--- src/common/mem_pkg.sv ---
package mem_pkg;

  typedef logic [31:0] xlen_t;
  typedef logic [4:0] reg_addr_t;

  typedef enum logic [1:0] {
    SIZE_BYTE = 2'b00,
    SIZE_HALF = 2'b01,
    SIZE_WORD = 2'b10
  } mem_size_e;

  typedef enum logic [1:0] {
    MEM_NONE  = 2'b00,
    MEM_LOAD  = 2'b01,
    MEM_STORE = 2'b10
  } mem_op_e;

  // one data word, seen as byte lanes or as halfword lanes
  typedef union packed {
    logic [3:0][7:0] bytes;
    logic [1:0][15:0] halves;
  } data_word_u;

  // lane 0 may carry a load or store
  typedef struct packed {
    logic valid;
    mem_op_e mem_op;
    mem_size_e size;
    logic is_unsigned;
    xlen_t address;
    xlen_t sdata;
    logic wren;
    reg_addr_t waddr;
    xlen_t wdata;
  } lane0_instr_t;

  // register result of one lane
  typedef struct packed {
    logic valid;
    logic wren;
    reg_addr_t waddr;
    xlen_t wdata;
  } result_t;

  typedef result_t lane1_instr_t;

  typedef struct packed {
    logic req;
    xlen_t addr;
    xlen_t wdata;
    logic [3:0] wstrb;
  } dmem_req_t;

  typedef struct packed {
    logic ready;
    xlen_t rdata;
  } dmem_rsp_t;

  typedef struct packed {
    logic wren;
    reg_addr_t waddr;
    xlen_t wdata;
  } fwd_t;

  typedef struct packed {
    result_t lane0;
    result_t lane1;
    logic stall;
  } wb_t;

endpackage

--- src/memory_stage/lsu.sv ---
`timescale 1ns/1ps

module lsu (
  input mem_pkg::xlen_t sdata,
  input mem_pkg::mem_size_e size,
  input logic is_unsigned,
  input logic [1:0] offset,
  input mem_pkg::xlen_t rdata,
  output mem_pkg::xlen_t wdata,
  output logic [3:0] wstrb,
  output mem_pkg::xlen_t result
);
  import mem_pkg::*;

  data_word_u store_word;
  data_word_u load_word;
  logic [7:0] lane_byte;
  logic [15:0] lane_half;

  // store side, replicate onto every lane and let the strobes pick
  always_comb begin
    store_word.bytes = sdata;
    wstrb = 4'hf;
    case (size)
      SIZE_BYTE: begin
        store_word.bytes = {4{sdata[7:0]}};
        wstrb = 4'b0001 << offset;
      end
      SIZE_HALF: begin
        store_word.halves = {2{sdata[15:0]}};
        wstrb = offset[1] ? 4'b1100 : 4'b0011;
      end
      default: begin
        store_word.bytes = sdata;
        wstrb = 4'hf;
      end
    endcase
    wdata = store_word;
  end

  // load side
  always_comb begin
    load_word.bytes = rdata;
    lane_byte = load_word.bytes[offset];
    lane_half = load_word.halves[offset[1]];
    case (size)
      SIZE_BYTE: begin
        result = {{24{lane_byte[7] & ~is_unsigned}}, lane_byte};
      end
      SIZE_HALF: begin
        result = {{16{lane_half[15] & ~is_unsigned}}, lane_half};
      end
      default: begin
        result = rdata;
      end
    endcase
  end

endmodule

--- config.mk ---
export PLATFORM = sky130hd
export DESIGN_NAME = lsu
export DESIGN_NICKNAME = d
export VERILOG_FILES = /design/src/common/mem_pkg.sv /design/src/memory_stage/lsu.sv
export SDC_FILE = /design/constraint.sdc
export NUM_CORES = 1
export LEC_CHECK = 0
export ABC_AREA = 1
export CAP_MARGIN = 10
export CORE_AREA = 2 2 53 55
export DETAILED_ROUTE_END_ITERATION = 10
export DIE_AREA = 0 0 55 57
export DONT_BUFFER_PORTS = 1
export SYNTH_ARGS = -nofsm -noshare
export SYNTH_HDL_FRONTEND = slang
export SYNTH_SLANG_ARGS = --single-unit
--- constraint.sdc ---
create_clock -name vclk -period 1
set_clock_uncertainty 0.1 [all_clocks]
set_input_delay 0.1 -clock vclk [all_inputs]
set_output_delay 0.1 -clock vclk [all_outputs]
set_load 0.02 [all_outputs]
After elaboration in Yosys (flattened, before gate mapping)
Index checks and enable logic that the tools add are counted.
{"block": "word_totals", "ff_bits": 0, "n_memories": 0, "output_inout_bits": 68, "rom_bits": 0, "input_bits": 69, "latchBits": 0, "mem_bits_rw": 0}
{"block": "classes", "shifts": 1, "eq_ne": 1, "bitwise_logic": 3, "order_cmp": 2, "add_sub_neg": 0, "div_mod_pow": 0, "reduce_logical": 1, "mux": 8, "multipliers": 0}
{"operator": "$pmux 32 s2", "n": 2}
{"operator": "$mux 16", "n": 2}
{"operator": "$bmux 8 s2", "n": 1}
{"operator": "$mux 8", "n": 1}
{"operator": "$pmux 4 s2", "n": 1}
{"operator": "$mux 4", "n": 1}
{"operator": "$shl 1x2->4 const A", "n": 1}
{"operator": "$lt 2x3->1 const B", "n": 1}
{"operator": "$and 1x1->1", "n": 2}
{"operator": "$eq 2x1->1 const B", "n": 1}
{"operator": "$logic_not 2->1", "n": 1}
{"operator": "$lt 1x2->1 const B", "n": 1}
{"operator": "$not 1->1", "n": 1}

Depth between registers and ports, before layout
Gate-level depths: netlist (run 1).
{"block": "logic_depth", "word_depth": 4, "depth_mapped": 9, "depth_no_buf": 8}

Least setup slack after synthesis (run 1)
Ideal clock, no wire load.
{"block": "synth_path", "path_kind": "input to output", "from": "in size[1]", "to": "out wdata[15]", "t_arrival_ns": 1.038, "t_required_ns": 0.800, "slack_ns": -0.238, "cell_stages": 5, "path_cell_list": "buf_6 > nor2_4 > buf_6 > buf_4 > o21ai_0"}
{"block": "synth_between", "elab_chain_len": 2}
{"element": "start: declaration", "line": "lsu.sv:5", "text": "input mem_pkg::mem_size_e size,"}
{"element": "$eq 2x1->1 or $logic_not 2->1 (tied branches)", "line": "lsu.sv:24", "text": "case (size)"}
{"element": "$pmux 32 s2 *", "line": "lsu.sv:24"}
{"element": "end: declaration", "line": "lsu.sv:9", "text": "output mem_pkg::xlen_t wdata,"}
Every way passes the cells marked *; elsewhere a longest branch is shown, timed or not.

Final worst setup path (run 1)
{"block": "layout_path", "from": "in offset[0]", "to": "out result[19]"}
{"block": "layout_between", "elab_chain_len": 4}
{"element": "start: declaration", "line": "lsu.sv:7", "text": "input logic [1:0] offset,"}
{"element": "$bmux 8 s2", "line": "lsu.sv:44", "text": "lane_byte = load_word.bytes[offset];"}
{"element": "$mux 8 (implied by the code)", "line": "lsu.sv:44"}
{"element": "$and 1x1->1", "line": "lsu.sv:48", "text": "result = {{24{lane_byte[7] & ~is_unsigned}}, lane_byte};"}
{"element": "$pmux 32 s2", "line": "lsu.sv:46", "text": "case (size)"}
{"element": "end: declaration", "line": "lsu.sv:11", "text": "output mem_pkg::xlen_t result"}
Every way passes these cells. The select of a mux whose other input is x is not followed.

==> flow_summary.yaml, run 1 <==
worst_setup_path:
  worstPathRequired_ns: 0.80
  worst_setup_path_start_kind: "primary input"
  critPathBufInv: 3
  crit_slowest_cell: "buf_12"
  end_kind: "output pin"
  max_stage_delay_ns: 0.20
  path_max_fanout: 18
  cp_cell_sequence: "clkinv_16 -> nand2_4 -> nand2_2 -> nand2_2 -> nand2_4 -> nand3_4 -> buf_12 -> nand3_4 -> buf_6"
  crit_family: "simple AND/OR/NAND/NOR gates"
  worstPathArrival_ns: 0.88
  worstSetupPathType: "primary input to output pin"
timing:
  max_freq_mhz: 929.8
  relSlewSlack_pct: 66.73
  grt_setup_unrepaired: "yes"
  period_share_pct: 107.5
  worst_pin_slew_ns: 0.4969
  period_needed_ns: 1.075
  final-hold-violation-count: 0
  final.setup.worst_slack_ns: -0.07547
  setup_violations: 25
  slew_viol_final: 0
place:
  dp.cells: 268
  numPortBuffers: 0
  place_congestion: 0.8228
  dpl_worst_slack_ns: -0.1238
  postPlaceCellArea_um2: 1486
  dp.final_hpwl_mm: 3.251
final_layout:
  final_nets: 317
  drive_gt1_share_pct: 47.56
  n_sequential_cell: 0
  fin_cells: 277
  layout_commonest_cell: "nand2_1"
  clock_buffers: 0
  finish.instance_area_um2: 1912
  layout_common_cells: "106 x nand2_1, 27 x nand3_4, 23 x nand2_2"
  syn2layout_area_growth_pct: 62.73
  insertedDiodeCount: 0
  regArea_um2: 0
  num-fill-cells: 225
clocking:
  ctsHoldBuffers: 0
worst_hold_path:
  hp-class: "primary input to output pin"
power:
  p_leak_nw: 1.063
  vdd_drop_max_uv: 373.5
  power-per-cell-area_nw_per_um2: 545.9
  p_total_mw: 1.044
yosys:
  yosysWarnings: 0
  syn_area_per_cell_um2: 4.999
  synth_cell_types: 18
  synth_top_area_share_pct: 43.45
  seq_area_frac_synth_pct: 0
  synthTopCellsByArea: "nand2_1 43%, nand3_1 19%, nand3_2 8.5%, buf_4 5.8%, buf_6 5.8%"
  synth.net_count: 304
  syn_area_um2: 1175
  yosys.area.top_type: "nand2_1"
  netlist_instances: 235
routing:
  drc: 0
  detail_route.wl_per_cell_um: 16.49
  first_pass_iters: 7
  wl_met3_um: 496
  top_layer_used: "met4"
  routed_wl_mm: 4.568
  routedLengthMet1_mm: 1.695
  via_per_inst: 5.682
  drt-initial-drc-count: 70
  dr_wl_met2_mm: 2.337
  dr_total_vias: 1574
  ant_nets: 0
run:
  maxCapViolations: 0
die:
  dieArea_um2: 3135
  ios: 137
  die_x_um: 55
  core_um2: 2615
  die_y_um: 57
  rows: 19
  start_util_pct: 44.93
global_routing:
  grt_pass1_wl_mm: 6.396
  antenna_found_initial: 0
  grt_usage_pct: 25.79
  first_global_vias: 1427
  grt.overflow.total: 0
  grt_max_degree: 37
run_status:
  run_status: "finished with violations"
  violations: "negative setup slack"
==> per-stage QoR <==
step	setup TNS [ns]	utilization, %	hold WS (ns)
after detailed placement	-1.222	56.84	0.1002
after CTS	-0.8653	63.92	0.1002
after global routing	-2.101	73.11	0.1001
after global placement	-0.6451	56.84	0.1002
after floorplan	-1.899	-	0.2126
final	-0.6318	73.11	0.1000
==> cells by family after synthesis <==
family                 count (synthesis)  share of synthesized area [%]
buffers and inverters                 30                          17.68
AO/OA/AOI/OAI                          6                          2.769
AND/OR/NAND/NOR                      199                          79.55
==> layer usage <==
metal,vias up,global-route usage (%)
li1,773,-
met1,698,35.10
met2,99,44.73
met3,4,4.450
met4,0,0
met5,-,0
==> final timing paths <==
kind              startpoint         end  slack [ns]  depth (start not counted)
hold / removal      sdata[2]    wdata[2]        0.10                          0
setup / recovery   offset[0]  result[19]       -0.08                          9
==> synthesized netlist by cell type <==
cell      instances
nand3_2          10
nand2_4           4
inv_6             2
nand2_2           2
inv_2             3
a21oi_1           1
o21ai_0           4
inv_1             3
buf_2             3
nor2_4            1
nand3_1          44
buf_6             6
buf_4             9
nand3_4           2
clkbuf_1          3
o211ai_1          1
inv_4             1
nand2_1         136
==> area by class of cell <==
type,instances,area [um2],share of cell area (%)
multi-input cells,205,1431,74.87
well taps,31,38.79,2.029
repair buffers,32,361.6,18.91
inverters,9,80.08,4.188
==> repair_timing <==
action,4_1_cts,5_1_grt
gates cloned,1,1
buffers inserted,3,4
gates resized for setup,29,41
pin swaps,4,7
endpoints found under the setup margin,24,48
==> power by group <==
group | total (mW) | switching, mW | internal (mW) | leakage, nW
clock | 0 | 0 | 0 | 0
sequential | 0 | 0 | 0 | 0
combinational | 1.04 | 0.669 | 0.375 | 1.06
Power figures use the tool's default switching activity.
==> run 2: changes to the inputs <==
==> constraint.sdc (replaced) <==
create_clock -name vclk -period 1
set_clock_uncertainty 0.1 [all_clocks]
set_input_delay 0.05 -clock vclk [all_inputs]
set_output_delay 0.05 -clock vclk [all_outputs]
set_load 0.02 [all_outputs]
==> run 2 against run 1 <==
The flow now finishes without violations. Core utilization is 26 points lower. Setup slack better by 0.11 ns. Cell area is 36% lower. Critical endpoint is now result[25].
==> flow_summary.yaml, run 2 (synthesis results as in run 1) <==
run_status:
  run_status: "finished clean"
place:
  dp.cells: 259
  place_congestion: 0.8136
  dpl_worst_slack_ns: 0.04207
  dp.final_hpwl_mm: 2.839
  numPortBuffers: 0
power:
  p_total_mw: 0.7506
  p_leak_nw: 0.7763
  comb_power_share_pct: 100.0
  p_sw_mw: 0.5443
  p_clk_share_pct: 0
  p_int_mw: 0.2063
  pwr-share-seq_pct: 0
  power-per-cell-area_nw_per_um2: 610.3
  switching_share_pct: 72.51
  vdd_drop_max_uv: 326.0
final_layout:
  fin_cells: 259
  clock_buffers: 0
  syn2layout_area_growth_pct: 4.686
  insertedDiodeCount: 0
  drive_gt1_share_pct: 21.93
  num-fill-cells: 295
  n_sequential_cell: 0
  layout_common_cells: "135 x nand2_1, 34 x nand3_1, 20 x nand3_2"
  final_nets: 299
  layout_commonest_cell: "nand2_1"
  regArea_um2: 0
worst_setup_path:
  worstPathRequired_ns: 0.85
  worstPathArrival_ns: 0.81
  path_max_fanout: 16
  worst_setup_path_start_kind: "primary input"
  end_kind: "output pin"
  worstSetupPathType: "primary input to output pin"
timing:
  final-hold-violation-count: 0
  period_share_pct: 96.39
  max_freq_mhz: 1037
  grt_setup_unrepaired: "yes"
  final.setup.worst_slack_ns: 0.03609
  slew_viol_final: 0
  setup_violations: 0
  relSlewSlack_pct: 68.09
  worst_pin_slew_ns: 0.4765
  period_needed_ns: 0.9639
global_routing:
  antenna_found_initial: 0
  first_global_vias: 1201
  grt_usage_pct: 21.34
  grt_pass1_wl_mm: 5.257
  grt_max_degree: 37
  grt.overflow.total: 0
routing:
  drc: 0
  ant_nets: 0
  dr_total_vias: 1455
  via_per_inst: 5.618
  detail_route.wl_per_cell_um: 14.39
  routed_wl_mm: 3.726
  first_pass_iters: 4
  drt-initial-drc-count: 40
die:
  start_util_pct: 44.93
  die_y_um: 57
  dieArea_um2: 3135
  ios: 137
  core_um2: 2615
  rows: 19
  die_x_um: 55
run:
  maxCapViolations: 0
clocking:
  post_cts_buffers: 0
worst_hold_path:
  hp-class: "primary input to output pin"
[run 2: final timing paths]
kind / startpoint / end / slack (ns) / depth (start not counted)
worst max-delay path: offset[1] / result[25] / 0.04 / 5
worst min-delay path: sdata[5] / wdata[5] / 0.0001 / 0
[run 2: critical path: stages]
cell     delay, ns
inv_1         0.08
nand2_1       0.06
nand2_1       0.11
nand3_4       0.22
nand3_1       0.30
[run 2: layer usage]
layer / track usage, % / part of all wire, % / vias to the layer above / wire length (um)
met2: 35.20 / 46 / 82 / 1726
li1: - / - / 730 / -
met1: 30.93 / 43 / 643 / 1609
met4: 0.6969 / 0 / 0 / 0
met3: 2.880 / 10 / 0 / 390
met5: 0 / 0 / - / 0
[run 2: layout make-up]
class,instances,area [um2],area share (%)
tap,31,38.79,3.154
multi-input combinational,205,1020,82.91
inverter,9,46.29,3.764
timing repair buffer,14,125.1,10.17
[run 2: power by group through the flow]
stage / Clock [mW] / Sequential [mW] / Combinational [mW]
detailed placement: 0 / 0 / 0.744
floorplan: 0 / 0 / 0.729
CTS: 0 / 0 / 0.746
finish: 0 / 0 / 0.751
global route: 0 / 0 / 0.817
global placement: 0 / 0 / 0.740
[run 2: metrics by stage]
stage	cell area, um2	utilization [%]	setup TNS, ns	hold slack, ns
floorplan	1210	-	0	0.1126
global placement	1205	46.08	0	0.0001675
detailed placement	1205	46.08	0	0.0001656
CTS	1205	46.08	0	0.0001660
global route	1230	47.03	-0.06105	0.00006107
finish	1230	47.03	0	0.0001484
[run 2: repair_timing]
action / CTS / global route
endpoints found under the setup margin: 0 / 17
hold buffers: 0 / 0
resized for setup: 0 / 6
==> run 3: changes to the inputs <==
clock period = 1.2 ns   (was 1 ns; I/O delays follow)
==> run 3 against run 2 <==
Cell area shrank 8.5%. Combinational power shrank 22%. Sequential share of layout area is the same. First-iteration DRC count grew 25%. Non-clock buffer count shrank 5. Core utilization shrank 4.0 points. Wire length shrank 3.3%. Via count shrank 0.55%. Critical endpoint is now result[23]. Largest cell class unchanged. Highest routed layer is now met4.
==> flow_summary.yaml, run 3 (synthesis results as in run 1) <==
run_status:
  run_status: "finished clean"
final_layout:
  multi_input_area_um2: 972.2
  utilization_pct: 43.01
  final_nets: 294
  syn2layout_area_growth_pct: -4.260
  layout_commonest_cell: "nand2_1"
  num-fill-cells: 302
  clock_buffers: 0
  insertedDiodeCount: 0
  regArea_um2: 0
  layout_common_cells: "136 x nand2_1, 43 x nand3_1, 11 x nand3_2"
  drive_gt1_share_pct: 15.70
  n_sequential_cell: 0
worst_setup_path:
  worstSetupPathType: "primary input to output pin"
  crit_start: "offset[0]"
  end_kind: "output pin"
  worst_setup_path_start_kind: "primary input"
  worstPathRequired_ns: 1.04
  worstPathArrival_ns: 0.95
  path_max_fanout: 24
timing:
  worst_pin_slew_ns: 0.4669
  setup_tns_ns: 0
  period_share_pct: 92.44
  relSlewSlack_pct: 68.74
  period_needed_ns: 1.109
  setup_violations: 0
  max_freq_mhz: 901.5
  final-hold-violation-count: 0
  grt_setup_unrepaired: "yes"
  slew_viol_final: 0
die:
  dieArea_um2: 3135
  die_x_um: 55
  core_um2: 2615
  ios: 137
  rows: 19
  start_util_pct: 44.93
  die_y_um: 57
global_routing:
  first_global_vias: 1117
  grt_pass1_wl_mm: 4.864
  grt_max_degree: 37
  antenna_found_initial: 0
  grt.overflow.total: 0
  grt_usage_pct: 19.90
routing:
  via_per_inst: 5.697
  dr_total_vias: 1447
  drt-initial-drc-count: 50
  first_pass_iters: 4
  ant_nets: 0
  drc: 0
  routed_wl_mm: 3.604
  detail_route.wl_per_cell_um: 14.19
power:
  p_leak_nw: 0.7076
  power-per-cell-area_nw_per_um2: 523.0
  vdd_drop_max_uv: 239.9
place:
  place_congestion: 0.8301
  dp.final_hpwl_mm: 2.784
  numPortBuffers: 0
worst_hold_path:
  hp-class: "primary input to output pin"
  hold_depth: 0
  hp-start: "sdata[2]"
clocking:
  ctsResizeCount: 0
  ctsHoldBuffers: 0
  post_cts_buffers: 0
run:
  maxCapViolations: 0
==> run 3: changes by cell type in the layout (fill, tap and decap cells not counted), sizes merged <==
cell,change
buf,-5
==> run 3: cell type report <==
class,instances,area share (%)
Tap cell,31,3.448
Timing Repair Buffer,9,6.007
Multi-Input combinational cell,205,86.43
Inverter,9,4.116
==> run 3: critical path: stages <==
cell,delay (ns)
inv_4,0.05
nand2_1,0.05
nand2_1,0.05
nand2_1,0.06
nand2_2,0.09
nand3_4,0.27
nand3_1,0.17
buf_4,0.15
==> run 3: where the power goes <==
part	switching, mW	internal, mW
Combinational	0.439	0.149
Sequential	0	0
Clock	0	0
Total	0.439	0.149
==> run 3: routing by layer <==
layer	vias to the layer above	routed length (um)	share of wire (%)	track usage, %
met5	-	0	0	0
met4	0	14	0.39	1.742
met3	4	333	9.2	1.047
met2	90	1859	52	38.61
met1	635	1396	39	23.88
li1	718	-	-	-
==> run 3: through the flow <==
| step | worst slack, ns | hold slack, ns | instances | instance area [um2] | power, mW |
|---|---|---|---|---|---|
| 2_1_floorplan | 0.04250 | 0.1326 | 235 | 1175 | 0.5965 |
| 3_3_place_gp | 0.1173 | 0.02019 | 254 | 1120 | 0.5894 |
| 3_5_place_dp | 0.08560 | 0.02019 | 254 | 1120 | 0.5932 |
| 4_1_cts | 0.08335 | 0.02019 | 254 | 1120 | 0.5938 |
| 5_1_grt | -0.04391 | 0.02005 | 254 | 1125 | 0.6457 |
| 6_report | 0.09068 | 0.02004 | 254 | 1125 | 0.5883 |
==> run 3: final timing paths <==
kind / endpoint / slack (ns)
hold / removal: wdata[2] / 0.02
setup / recovery: result[23] / 0.09
