$ cat config.mk
export PLATFORM = sky130hd
export DESIGN_NAME = memory_stage
export DESIGN_NICKNAME = d
export VERILOG_FILES = /design/src/common/mem_pkg.sv /design/src/memory_stage/memory_stage.sv
export SDC_FILE = /design/constraint.sdc
export NUM_CORES = 1
export LEC_CHECK = 0
export BUFFER_PORTS_ARGS = -buffer_cell sky130_fd_sc_hd__buf_2
export CAP_MARGIN = 30
export CORE_AREA = 2 2 198 200
export CTS_CLUSTER_SIZE = 30
export DETAILED_ROUTE_END_ITERATION = 8
export DIE_AREA = 0 0 200 202
export PLACE_DENSITY = 0.42
export REMOVE_ABC_BUFFERS = 1
export SETUP_SLACK_MARGIN = 0.02
export SYNTH_ARGS = -nofsm -noshare
export SYNTH_HDL_FRONTEND = slang
export SYNTH_SLANG_ARGS = --single-unit
$ cat constraint.sdc
create_clock -name clock -period 2.7 [get_ports clock]
set_input_delay 0.27 -clock clock [delete_from_list [all_inputs] [get_ports clock]]
set_output_delay 0.27 -clock clock [all_outputs]
set_load 0.02 [all_outputs]
$ cat src/common/mem_pkg.sv
package mem_pkg;

  typedef logic [31:0] xlen_t;
  typedef logic [4:0] reg_addr_t;

  typedef enum logic [1:0] {
    SIZE_BYTE = 2'b00,
    SIZE_HALF = 2'b01,
    SIZE_WORD = 2'b10
  } mem_size_e;

  typedef enum logic [1:0] {
    MEM_NONE  = 2'b00,
    MEM_LOAD  = 2'b01,
    MEM_STORE = 2'b10
  } mem_op_e;

  // one data word, seen as byte lanes or as halfword lanes
  typedef union packed {
    logic [3:0][7:0] bytes;
    logic [1:0][15:0] halves;
  } data_word_u;

  // lane 0 may carry a load or store
  typedef struct packed {
    logic valid;
    mem_op_e mem_op;
    mem_size_e size;
    logic is_unsigned;
    xlen_t address;
    xlen_t sdata;
    logic wren;
    reg_addr_t waddr;
    xlen_t wdata;
  } lane0_instr_t;

  // register result of one lane
  typedef struct packed {
    logic valid;
    logic wren;
    reg_addr_t waddr;
    xlen_t wdata;
  } result_t;

  typedef result_t lane1_instr_t;

  typedef struct packed {
    logic req;
    xlen_t addr;
    xlen_t wdata;
    logic [3:0] wstrb;
  } dmem_req_t;

  typedef struct packed {
    logic ready;
    xlen_t rdata;
  } dmem_rsp_t;

  typedef struct packed {
    logic wren;
    reg_addr_t waddr;
    xlen_t wdata;
  } fwd_t;

  typedef struct packed {
    result_t lane0;
    result_t lane1;
    logic stall;
  } wb_t;

endpackage

$ cat src/memory_stage/memory_stage.sv
`timescale 1ns/1ps

module memory_stage (
  input logic clock,
  input logic reset,
  input logic flush,
  input mem_pkg::lane0_instr_t exec0,
  input mem_pkg::lane1_instr_t exec1,
  output mem_pkg::dmem_req_t dmem_req,
  input mem_pkg::dmem_rsp_t dmem_rsp,
  input mem_pkg::xlen_t lsu_wdata,
  input logic [3:0] lsu_wstrb,
  input mem_pkg::xlen_t lsu_result,
  output mem_pkg::xlen_t lsu_sdata,
  output mem_pkg::mem_size_e lsu_size,
  output logic lsu_unsigned,
  output logic [1:0] lsu_offset,
  output mem_pkg::fwd_t fwd0,
  output mem_pkg::fwd_t fwd1,
  output logic stall,
  output mem_pkg::wb_t wb
);
  import mem_pkg::*;

  wb_t r;
  wb_t rin;
  wb_t v;

  logic is_load;
  logic is_store;
  logic mem_valid;

  always_comb begin
    is_load = exec0.valid & (exec0.mem_op == MEM_LOAD);
    is_store = exec0.valid & (exec0.mem_op == MEM_STORE);
    mem_valid = is_load | is_store;

    lsu_sdata = exec0.sdata;
    lsu_size = exec0.size;
    lsu_unsigned = exec0.is_unsigned;
    lsu_offset = exec0.address[1:0];

    // request comes straight from the packet in the stage
    dmem_req.req = mem_valid & ~flush;
    dmem_req.addr = exec0.address;
    dmem_req.wdata = lsu_wdata;
    dmem_req.wstrb = is_store ? lsu_wstrb : 4'h0;

    v.lane0.valid = exec0.valid;
    v.lane0.wren = exec0.wren;
    v.lane0.waddr = exec0.waddr;
    v.lane0.wdata = is_load ? lsu_result : exec0.wdata;
    v.lane1 = exec1;

    v.stall = mem_valid & ~flush & ~dmem_rsp.ready;

    // a held or killed pair must not reach writeback
    if ((v.stall | flush) == 1) begin
      v.lane0 = '0;
      v.lane1 = '0;
    end

    fwd0.wren = v.lane0.valid & v.lane0.wren;
    fwd0.waddr = v.lane0.waddr;
    fwd0.wdata = v.lane0.wdata;

    fwd1.wren = v.lane1.valid & v.lane1.wren;
    fwd1.waddr = v.lane1.waddr;
    fwd1.wdata = v.lane1.wdata;

    stall = v.stall;
    rin = v;
  end

  assign wb = r;

  always_ff @(posedge clock) begin
    if (reset == 0) begin
      r.lane0.valid <= 0;
      r.lane0.wren <= 0;
      r.lane1.valid <= 0;
      r.lane1.wren <= 0;
      r.stall <= 0;
    end else begin
      r <= rin;
    end
  end

  // the source holds lane 0 while the access is pending
  assert property (@(posedge clock) disable iff (reset == 0)
    stall |=> $stable(exec0));

  // lsu lane logic assumes natural alignment
  assert property (@(posedge clock) disable iff (reset == 0)
    dmem_req.req |-> ((exec0.size == SIZE_BYTE) ||
                      (exec0.size == SIZE_HALF && exec0.address[0] == 1'b0) ||
                      (exec0.address[1:0] == 2'b00)));

endmodule

[Yosys cells after proc, flatten, opt, wreduce, memory -nomap -nowiden]
Cells that the tools add are included.
Word-level totals
  output and inout bits: 262
  flip-flop bits (word level): 79
Operators by class
  muxes and demuxes: 3
  bitwise gates (word level): 10
  equality and inequality tests: 3
Operators by type and width (number)
  $mux W78: 1
  $mux W32: 1
  $and A1 B1 Y1: 6
  $mux W4: 1
  $eq A2 B1 Y1 const B: 1
  $eq A2 B2 Y1 const B: 1
  $not A1 Y1: 2
  $or A1 B1 Y1: 2
  $eq A1 B1 Y1 const B: 1

[Depth between registers and ports, before layout]
Gate-level depths: netlist of run 1.
  depth in word-level cells: 9
  depth in mapped cells: 6
  mapped depth without buffers: 3

[Worst setup path before layout of run 1]
No wires, ideal clock.
  path type: input-to-output
  start point: in exec0[105] (netlist name)
  end point: out fwd0[32] (netlist name)
  buffers on the path: 3
  arrival time: 1.229 ns
  cell stages on the path: 6
  path slack: 1.201 ns
  cell sequence: xor2_1 -> a31oi_1 -> buf_6 -> buf_6 -> and2_4 -> buf_4
RTL lines
  start, declared: line memory_stage.sv:7  | input mem_pkg::lane0_instr_t exec0,
  end, declared: line memory_stage.sv:18  | output mem_pkg::fwd_t fwd0,

==> results of run 1 <==
-- metrics by stage --
step / util [%] / cells / area (um^2)
after global placement: 13.82 / 1043 / 5291
final: 14.57 / 1059 / 5578
after floorplan: - / 239 / 3167
after CTS: 14.57 / 1059 / 5578
after global routing: 14.57 / 1059 / 5578
after detailed placement: 13.82 / 1043 / 5291
-- cells in the final DEF, fill, tap and decap left out --
master | Yosys | final
buf_2 | 7 | 279
and3_2 | 6 | 6
inv_8 | 0 | 1
nand2_1 | 66 | 66
a31o_2 | 1 | 1
clkinv_4 | 0 | 1
edfxtp_1 | 74 | 74
and2_2 | 2 | 2
nor2_1 | 2 | 2
and2_4 | 14 | 14
and3b_2 | 1 | 1
nor3_1 | 1 | 1
buf_4 | 175 | 6
buf_12 | 0 | 1
inv_1 | 1 | 1
nor4b_1 | 1 | 1
xor2_1 | 1 | 1
clkbuf_16 | 0 | 9
clkinvlp_4 | 0 | 2
a31oi_4 | 0 | 1
nand3b_1 | 1 | 1
a21oi_1 | 32 | 32
and2_1 | 30 | 30
inv_6 | 0 | 3
dfxtp_1 | 5 | 5
-- cell type report --
type	instances	area share [%]
Multi-Input combinational cell	159	15.34
Inverter	1	0.06729
Sequential cell	79	41.63
Tap cell	518	11.62
Clock inverter	7	1.099
Clock buffer	9	4.038
Timing Repair Buffer	286	26.20
-- metal layers --
layer	vias to the layer above	wire [um]
met5	-	249
met4	10	223
met3	24	9839
met2	460	13280
met1	1423	8365
li1	1452	-
-- power groups by stage --
stage	Sequential [uW]	Clock, uW	Combinational (uW)
finish	1480	1230	695
global route	1490	1350	753
CTS	1480	1310	716
detailed placement	1510	0	713
global placement	1510	0	716
floorplan	1630	0	209
-- logic make-up (layout without fill, tap and decap cells) --
group / Yosys count / after routing / synth area share [%]
buf+inv: 191 / 303 / 30.76
simple gates: 124 / 124 / 14.38
flops: 79 / 79 / 50.84
compound gates: 34 / 34 / 3.835
xor+xnor: 1 / 1 / 0.1918
-- path summary, 6_finish.rpt --
| kind | slack [ns] | endpoint | cells after the start | start |
|---|---|---|---|---|
| max | 0.60 | fwd0[7] | 6 | exec0[105] |
| min | 0.1 | wb[0]$_SDFF_PN0_ | 2 | dmem_rsp[32] |
==> flow_summary_export.csv, run 1 <==
group,metric,value,unit
logic_synthesis,synthTopCellsByCount,"buf_4, edfxtp_1, nand2_1",
sta,setup_viol,0,
setup_path,path_common_cell,"buf_2",
sta,slew_violations,0,
setup_path,cp-start-kind,"input pin",
floorplanning,fp.dieW,200,um
placed_design,dp.final_hpwl,28220,um
pwr,combPwrFrac,20.4,%
sta,fmax,477.1,MHz
outcome,status,"finished, final reports clean",
cells_and_area,finalNetCount,787,
floorplanning,dieArea,40400,um^2
sta,setup_ws,0.6041,ns
detailed_routing,antenna_left,0,
detailed_routing,firstDrtPassIters,4,
logic_synthesis,syn_area,4568,um^2
floorplanning,fp-row-count,72,
global_routing,grt_pass1_wl,37430,um
cells_and_area,syn_to_final_growth,22.10,%
placed_design,place_ws,0.5624,ns
floorplanning,chipHeight,202,um
clock_network,cts_root_buf,"clkbuf_16",
detailed_routing,vias,3369,
placed_design,place.port_buffers,280,
pwr,internal-power,2324,uW
sta,timing.slew.headroom,60.57,%
cells_and_area,final-seq-area,2322,um^2
global_routing,use_met2,22.33,%
sta,timing_worst_slew_pin_value,0.5915,ns
cells_and_area,antenna_cells,0,
logic_synthesis,synthArstFlopShare,0,%
clock_network,htreeDepth,3,
pwr,ir_worst_vdd,299.0,uV
global_routing,use_met1,11.29,%
setup_path,crit_arrival,1.83,ns
global_routing,track_usage,15.44,%
setup_path,required,2.43,ns
detailed_routing,wire_per_inst,30.18,um
clock_network,postCtsSetupRepairBufs,0,
clock_network,cts_inserted_buffers,9,
pwr,total_power,3403,uW
global_routing,grt_pass1_vias,3134,
clock_network,cts.hold.buffers_added,0,
pwr,p_per_area,610.1,nW/um^2
logic_synthesis,synthCells,429,
pwr,p_sw_share,31.72,%
cells_and_area,fill_cells,4365,
clock_network,clockBufferDepth,2,
sta,tns,0,ns
global_routing,use_met3,22.58,%
pwr,clockPowerShare,36.1,%
placed_design,place.gp.congestion,0.7963,
sta,final_hold_viol_count,0,
detailed_routing,drtIter0Drc,110,
global_routing,grt_start_max_net_pins,49,
setup_path,endpoint_kind,"output pin",
floorplanning,start_util,11.93,%
sta,worst_hold_slack,0.09953,ns
floorplanning,core,38290,um^2
sta,post-route-min-period,2.096,ns
cells_and_area,largest_reg_flops,79,
detailed_routing,drc,0,
logic_synthesis,synth_area_leader_cell,"edfxtp_1",
setup_path,path_cells,"buf_2 -> xor2_1 -> a31o_2 -> buf_4 -> a21oi_1 -> buf_2",
detailed_routing,vias_per_cell,3.181,
setup_path,cpPeakStageDelay,0.59,ns
sta,post-route-period-util,77.63,%
logic_synthesis,ys_ff_latch,79,
pwr,p_seq_share,43.5,%
pwr,p_switching,1079,uW
logic_synthesis,synth_edf_count,74,
worst_hold_path,min_path_type,"in -> reg",
logic_synthesis,syn_avg_cell_area,10.65,um^2
clock_network,cts_resized,0,
cells_and_area,multi_input_area,855.8,um^2
sta,rsz0062_at_grt,"false",
logic_synthesis,seq_area_frac_synth,50.84,%
flow_run,maxCapViolCount,0,
pwr,leakagePower,0.002515,uW
logic_synthesis,yosys-top-cells-area,"edfxtp_1, buf_4, nand2_1",
logic_synthesis,synth_top_area_share,48.64,%
cells_and_area,layout-drive-gt1-share,60.44,%
global_routing,grt_overflow,0,
floorplanning,io_pins,513,
setup_path,worstSetupPathType,"in -> out",
global_routing,busiest_layer,"met3",
detailed_routing,wirelength,31960,um
setup_path,critical_path_peak_fanout,22,
setup_path,critPathTopFamily,"compound AO/OA/AOI/OAI gates",
clock_network,tritoncts,"yes",
setup_path,critPathBufInv,3,
setup_path,crit_slowest_cell,"a31o_2",
global_routing,antenna_found_initial,2,
clock_network,cts.clk_slew.worst_paths,0.07,ns
logic_synthesis,synth_most_common_cell,"buf_4",
logic_synthesis,synth.distinct_cells,21,
logic_synthesis,dominantRegCellSynth,"edfxtp_1",
logic_synthesis,yosysWarnings,0,
clock_network,cts_sinks,79,
(Power assumes the default switching activity.)
==> run 2, diff against run 1 <==
- PLACE_DENSITY: 0.42 -> 0.43
- clock period: 2.7 -> 1.7 ns (I/O delays scaled with it)
==> flow_summary_export.csv, run 2 (synthesis results as in run 1) <==
group,metric,value,unit
outcome,status,"finished, final reports clean",
cells_and_area,final_util,14.92,%
global_routing,track_usage,14.83,%
sta,fmax,608.9,MHz
pwr,p_seq_share,43.7,%
setup_path,path_common_cell,"buf_2",
detailed_routing,wirelength,30900,um
cells_and_area,fill_cells,4345,
clock_network,cts.clk_slew.worst_paths,0.07,ns
floorplanning,start_util,11.93,%
sta,timing.slew.headroom,68.90,%
pwr,p_sw_share,30.95,%
clock_network,clockBufferDepth,2,
floorplanning,dieArea,40400,um^2
setup_path,path_cells,"buf_2 -> xor2_2 -> a31o_2 -> buf_12 -> a21oi_1 -> buf_2",
floorplanning,fp.dieW,200,um
detailed_routing,vias,3422,
cells_and_area,syn_to_final_growth,25.09,%
detailed_routing,wire_per_inst,28.85,um
setup_path,endpoint_kind,"output pin",
clock_network,cts_root_buf,"clkbuf_16",
placed_design,dp_cells,1052,
cells_and_area,layout_common_cells,"buf_2, edfxtp_1, nand2_1",
placed_design,place.port_buffers,280,
detailed_routing,antenna_left,0,
setup_path,critical_path_peak_fanout,30,
detailed_routing,drc,0,
sta,setup_viol,0,
floorplanning,fp-row-count,72,
sta,tns,0,ns
pwr,ir_worst_vdd,373.8,uV
global_routing,grt_pass1_wl,36560,um
detailed_routing,drtIter0Drc,76,
sta,post-route-min-period,1.642,ns
floorplanning,core,38290,um^2
detailed_routing,firstDrtPassIters,4,
pwr,p_per_area,939.9,nW/um^2
cells_and_area,final_common_cell,"buf_2",
pwr,internal-power,3708,uW
sta,rsz0062_at_grt,"true",
setup_path,critPathBufInv,3,
setup_path,critPathTopFamily,"compound AO/OA/AOI/OAI gates",
worst_hold_path,min_path_type,"in -> reg",
clock_network,cts_inserted_buffers,9,
pwr,combPwrFrac,21.2,%
placed_design,placed_cell_area,5409,um^2
setup_path,crit_slowest_cell,"a21oi_1",
cells_and_area,finalNetCount,797,
setup_path,cpPeakStageDelay,0.29,ns
sta,timing_worst_slew_pin_value,0.4665,ns
cells_and_area,layout-drive-gt1-share,61.16,%
flow_run,maxCapViolCount,0,
pwr,leakagePower,0.002582,uW
clock_network,cts_sinks,79,
global_routing,grt_start_max_net_pins,80,
global_routing,antenna_found_initial,3,
cells_and_area,finalInstanceArea,5714,um^2
detailed_routing,vias_per_cell,3.195,
sta,slew_violations,0,
setup_path,cp-start-kind,"input pin",
setup_path,worstSetupPathType,"in -> out",
setup_path,required,1.53,ns
pwr,clockPowerShare,35.1,%
clock_network,tritoncts,"yes",
setup_path,crit_arrival,1.47,ns
placed_design,dp.final_hpwl,27090,um
placed_design,place.gp.congestion,0.7524,
cells_and_area,fin_cells,1071,
floorplanning,chipHeight,202,um
pwr,p_switching,1663,uW
clock_network,htreeDepth,3,
floorplanning,io_pins,513,
sta,final_hold_viol_count,0,
sta,post-route-period-util,96.61,%
cells_and_area,largest_reg_flops,79,
global_routing,grt_pass1_vias,3108,
global_routing,grt_overflow,0,
-- run 2: final cells by class --
class | instances | area (um^2) | share of cell area [%]
diodes | 2 | 5.005 | 0.08758
clock buffers | 9 | 225.2 | 3.941
inverters | 1 | 3.754 | 0.06569
multi-input cells | 159 | 863.3 | 15.11
flip-flops and latches | 79 | 2322 | 40.64
clock inverters | 7 | 55.05 | 0.9634
repair buffers | 296 | 1592 | 27.85
well taps | 518 | 648.1 | 11.34
-- run 2: what timing repair did --
item                                    in CTS  in global routing
endpoints found under the setup margin       0                  6
hold endpoints to repair                     1                  0
buffers inserted                             0                  0
gates resized for setup                      0                  2
hold buffers                                 1                  0
-- run 2: final timing paths --
path / from / to / cells past startpoint / slack (ns)
max: exec0[105] / fwd0[18] / 6 / 0.06
min: flush / wb[0]$_SDFF_PN0_ / 2 / 0.08
-- run 2: metal layers --
metal	track usage [%]	share of wire, %
met1	11.20	27
met2	22.47	43
met3	19.81	28
met4	2.090	0.63
met5	4.815	0.93
-- run 2: metrics by stage --
stage	total power, uW	hold slack [ns]	worst slack [ns]
after floorplan	2928	0.2456	-0.6728
after global placement	3554	0.3403	0.04090
after detailed placement	3557	0.3403	0.04084
after CTS	5545	0.04927	0.03194
after global routing	5686	0.04821	0.01206
final	5371	0.07815	0.05759
-- run 2: power groups by stage --
| stage | logic, uW | clock network (uW) | registers [uW] |
|---|---|---|---|
| after detailed placement | 1160 | 0 | 2390 |
| after global placement | 1170 | 0 | 2390 |
| final | 1140 | 1880 | 2350 |
| after global routing | 1230 | 2080 | 2370 |
| after floorplan | 333 | 0 | 2590 |
| after CTS | 1170 | 2020 | 2350 |
==> run 3, diff against run 2 <==
- MAX_ROUTING_LAYER: not set -> met4
==> flow_summary_export.csv, run 3 (synthesis results as in run 1) <==
group,metric,value,unit
sta,post-route-min-period,1.626,ns
detailed_routing,vias,3401,
floorplanning,core,38290,um^2
pwr,ir_worst_vdd,375.0,uV
floorplanning,fp.dieW,200,um
setup_path,cp-start-kind,"input pin",
cells_and_area,syn_to_final_growth,25.14,%
global_routing,antenna_found_initial,3,
detailed_routing,wirelength,30840,um
outcome,status,"finished, final reports clean",
sta,rsz0062_at_grt,"true",
detailed_routing,drc,0,
floorplanning,io_pins,513,
floorplanning,dieArea,40400,um^2
global_routing,grt_overflow,0,
cells_and_area,layout-drive-gt1-share,61.16,%
setup_path,endpoint_kind,"output pin",
global_routing,grt_start_max_net_pins,80,
global_routing,grt_pass1_wl,36550,um
pwr,leakagePower,0.002582,uW
global_routing,grt_pass1_vias,3098,
placed_design,dp.final_hpwl,27090,um
sta,final_hold_viol_count,0,
cells_and_area,largest_reg_flops,79,
sta,setup_viol,0,
flow_run,maxCapViolCount,0,
detailed_routing,vias_per_cell,3.173,
clock_network,cts.clk_slew.worst_paths,0.07,ns
setup_path,worstSetupPathType,"in -> out",
clock_network,htreeDepth,3,
sta,post-route-period-util,95.64,%
pwr,p_per_area,939.4,nW/um^2
placed_design,dp_cells,1052,
detailed_routing,antenna_left,0,
clock_network,cts_inserted_buffers,9,
sta,slew_violations,0,
placed_design,place_ws,0.04084,ns
clock_network,clockBufferDepth,2,
sta,timing.slew.headroom,68.43,%
cells_and_area,fin_cells,1072,
setup_path,crit_arrival,1.46,ns
clock_network,cts_sinks,79,
clock_network,tritoncts,"yes",
global_routing,track_usage,15.27,%
placed_design,place.gp.congestion,0.7637,
cells_and_area,final_common_cell,"buf_2",
setup_path,critical_path_peak_fanout,30,
sta,timing_worst_slew_pin_value,0.4736,ns
worst_hold_path,holdCritStartpoint,"flush",
sta,fmax,615.1,MHz
floorplanning,fp-row-count,72,
worst_hold_path,min_path_type,"in -> reg",
cells_and_area,layout_common_cells,"buf_2, edfxtp_1, nand2_1",
detailed_routing,wire_per_inst,28.77,um
detailed_routing,firstDrtPassIters,4,
setup_path,crit_start,"exec0[105]",
cells_and_area,finalNetCount,797,
clock_network,cts_root_buf,"clkbuf_16",
detailed_routing,drtIter0Drc,129,
placed_design,place.port_buffers,280,
cells_and_area,fill_cells,4344,
clock_network,postCtsSetupRepairBufs,0,
floorplanning,chipHeight,202,um
setup_path,required,1.53,ns
floorplanning,start_util,11.93,%
sta,setup_ws,0.07418,ns
run 3: final timing paths:
kind | endpoint | slack [ns] | cells past startpoint
setup / recovery | fwd0[6] | 0.07 | 6
hold / removal | wb[0]$_SDFF_PN0_ | 0.08 | 2
run 3: worst max-delay path, stage by stage:
cell	delay, ns
buf_2	0.12
xor2_2	0.19
a31o_2	0.28
buf_12	0.17
a21oi_1	0.28
buf_2	0.23
run 3: final cells by class:
cell class              instances  area [um^2]  area share, %
well taps                     518        648.1          11.34
flip-flops and latches         79         2322          40.62
clock buffers                   9        225.2          3.940
clock inverters                 7        55.05         0.9630
diodes                          3        7.507         0.1313
multi-input cells             159        863.3          15.10
inverters                       1        3.754        0.06566
repair buffers                296         1592          27.84
run 3: through the flow:
| step | hold WS, ns | setup TNS [ns] | power, uW | instance area (um^2) | util [%] |
|---|---|---|---|---|---|
| after floorplan | 0.2456 | -55.14 | 2928 | 3167 | - |
| after global routing | 0.04629 | 0 | 5689 | 5717 | 14.93 |
| after CTS | 0.04927 | 0 | 5545 | 5699 | 14.89 |
| after detailed placement | 0.3403 | 0 | 3557 | 5409 | 14.13 |
| final | 0.07551 | 0 | 5370 | 5717 | 14.93 |
| after global placement | 0.3403 | 0 | 3554 | 5409 | 14.13 |
run 3: repair_timing:
action	in CTS	in global routing
hold buffers	1	0
gates resized for setup	0	2
endpoints found under the hold margin	1	0
endpoints found under the setup margin	0	6
run 3: report_power, final:
group / switching, uW / total (uW) / internal [uW]
clock network: 880 / 1880 / 1000
logic: 739 / 1140 / 401
registers: 42.9 / 2350 / 2300
run 3: routing by layer:
metal / wire [um] / GRT usage, % / vias up
met5: 0 / - / -
met4: 178 / 2.143 / 0
met1: 8885 / 12.58 / 1507
li1: - / - / 1478
met2: 13430 / 22.48 / 402
met3: 8347 / 18.20 / 14
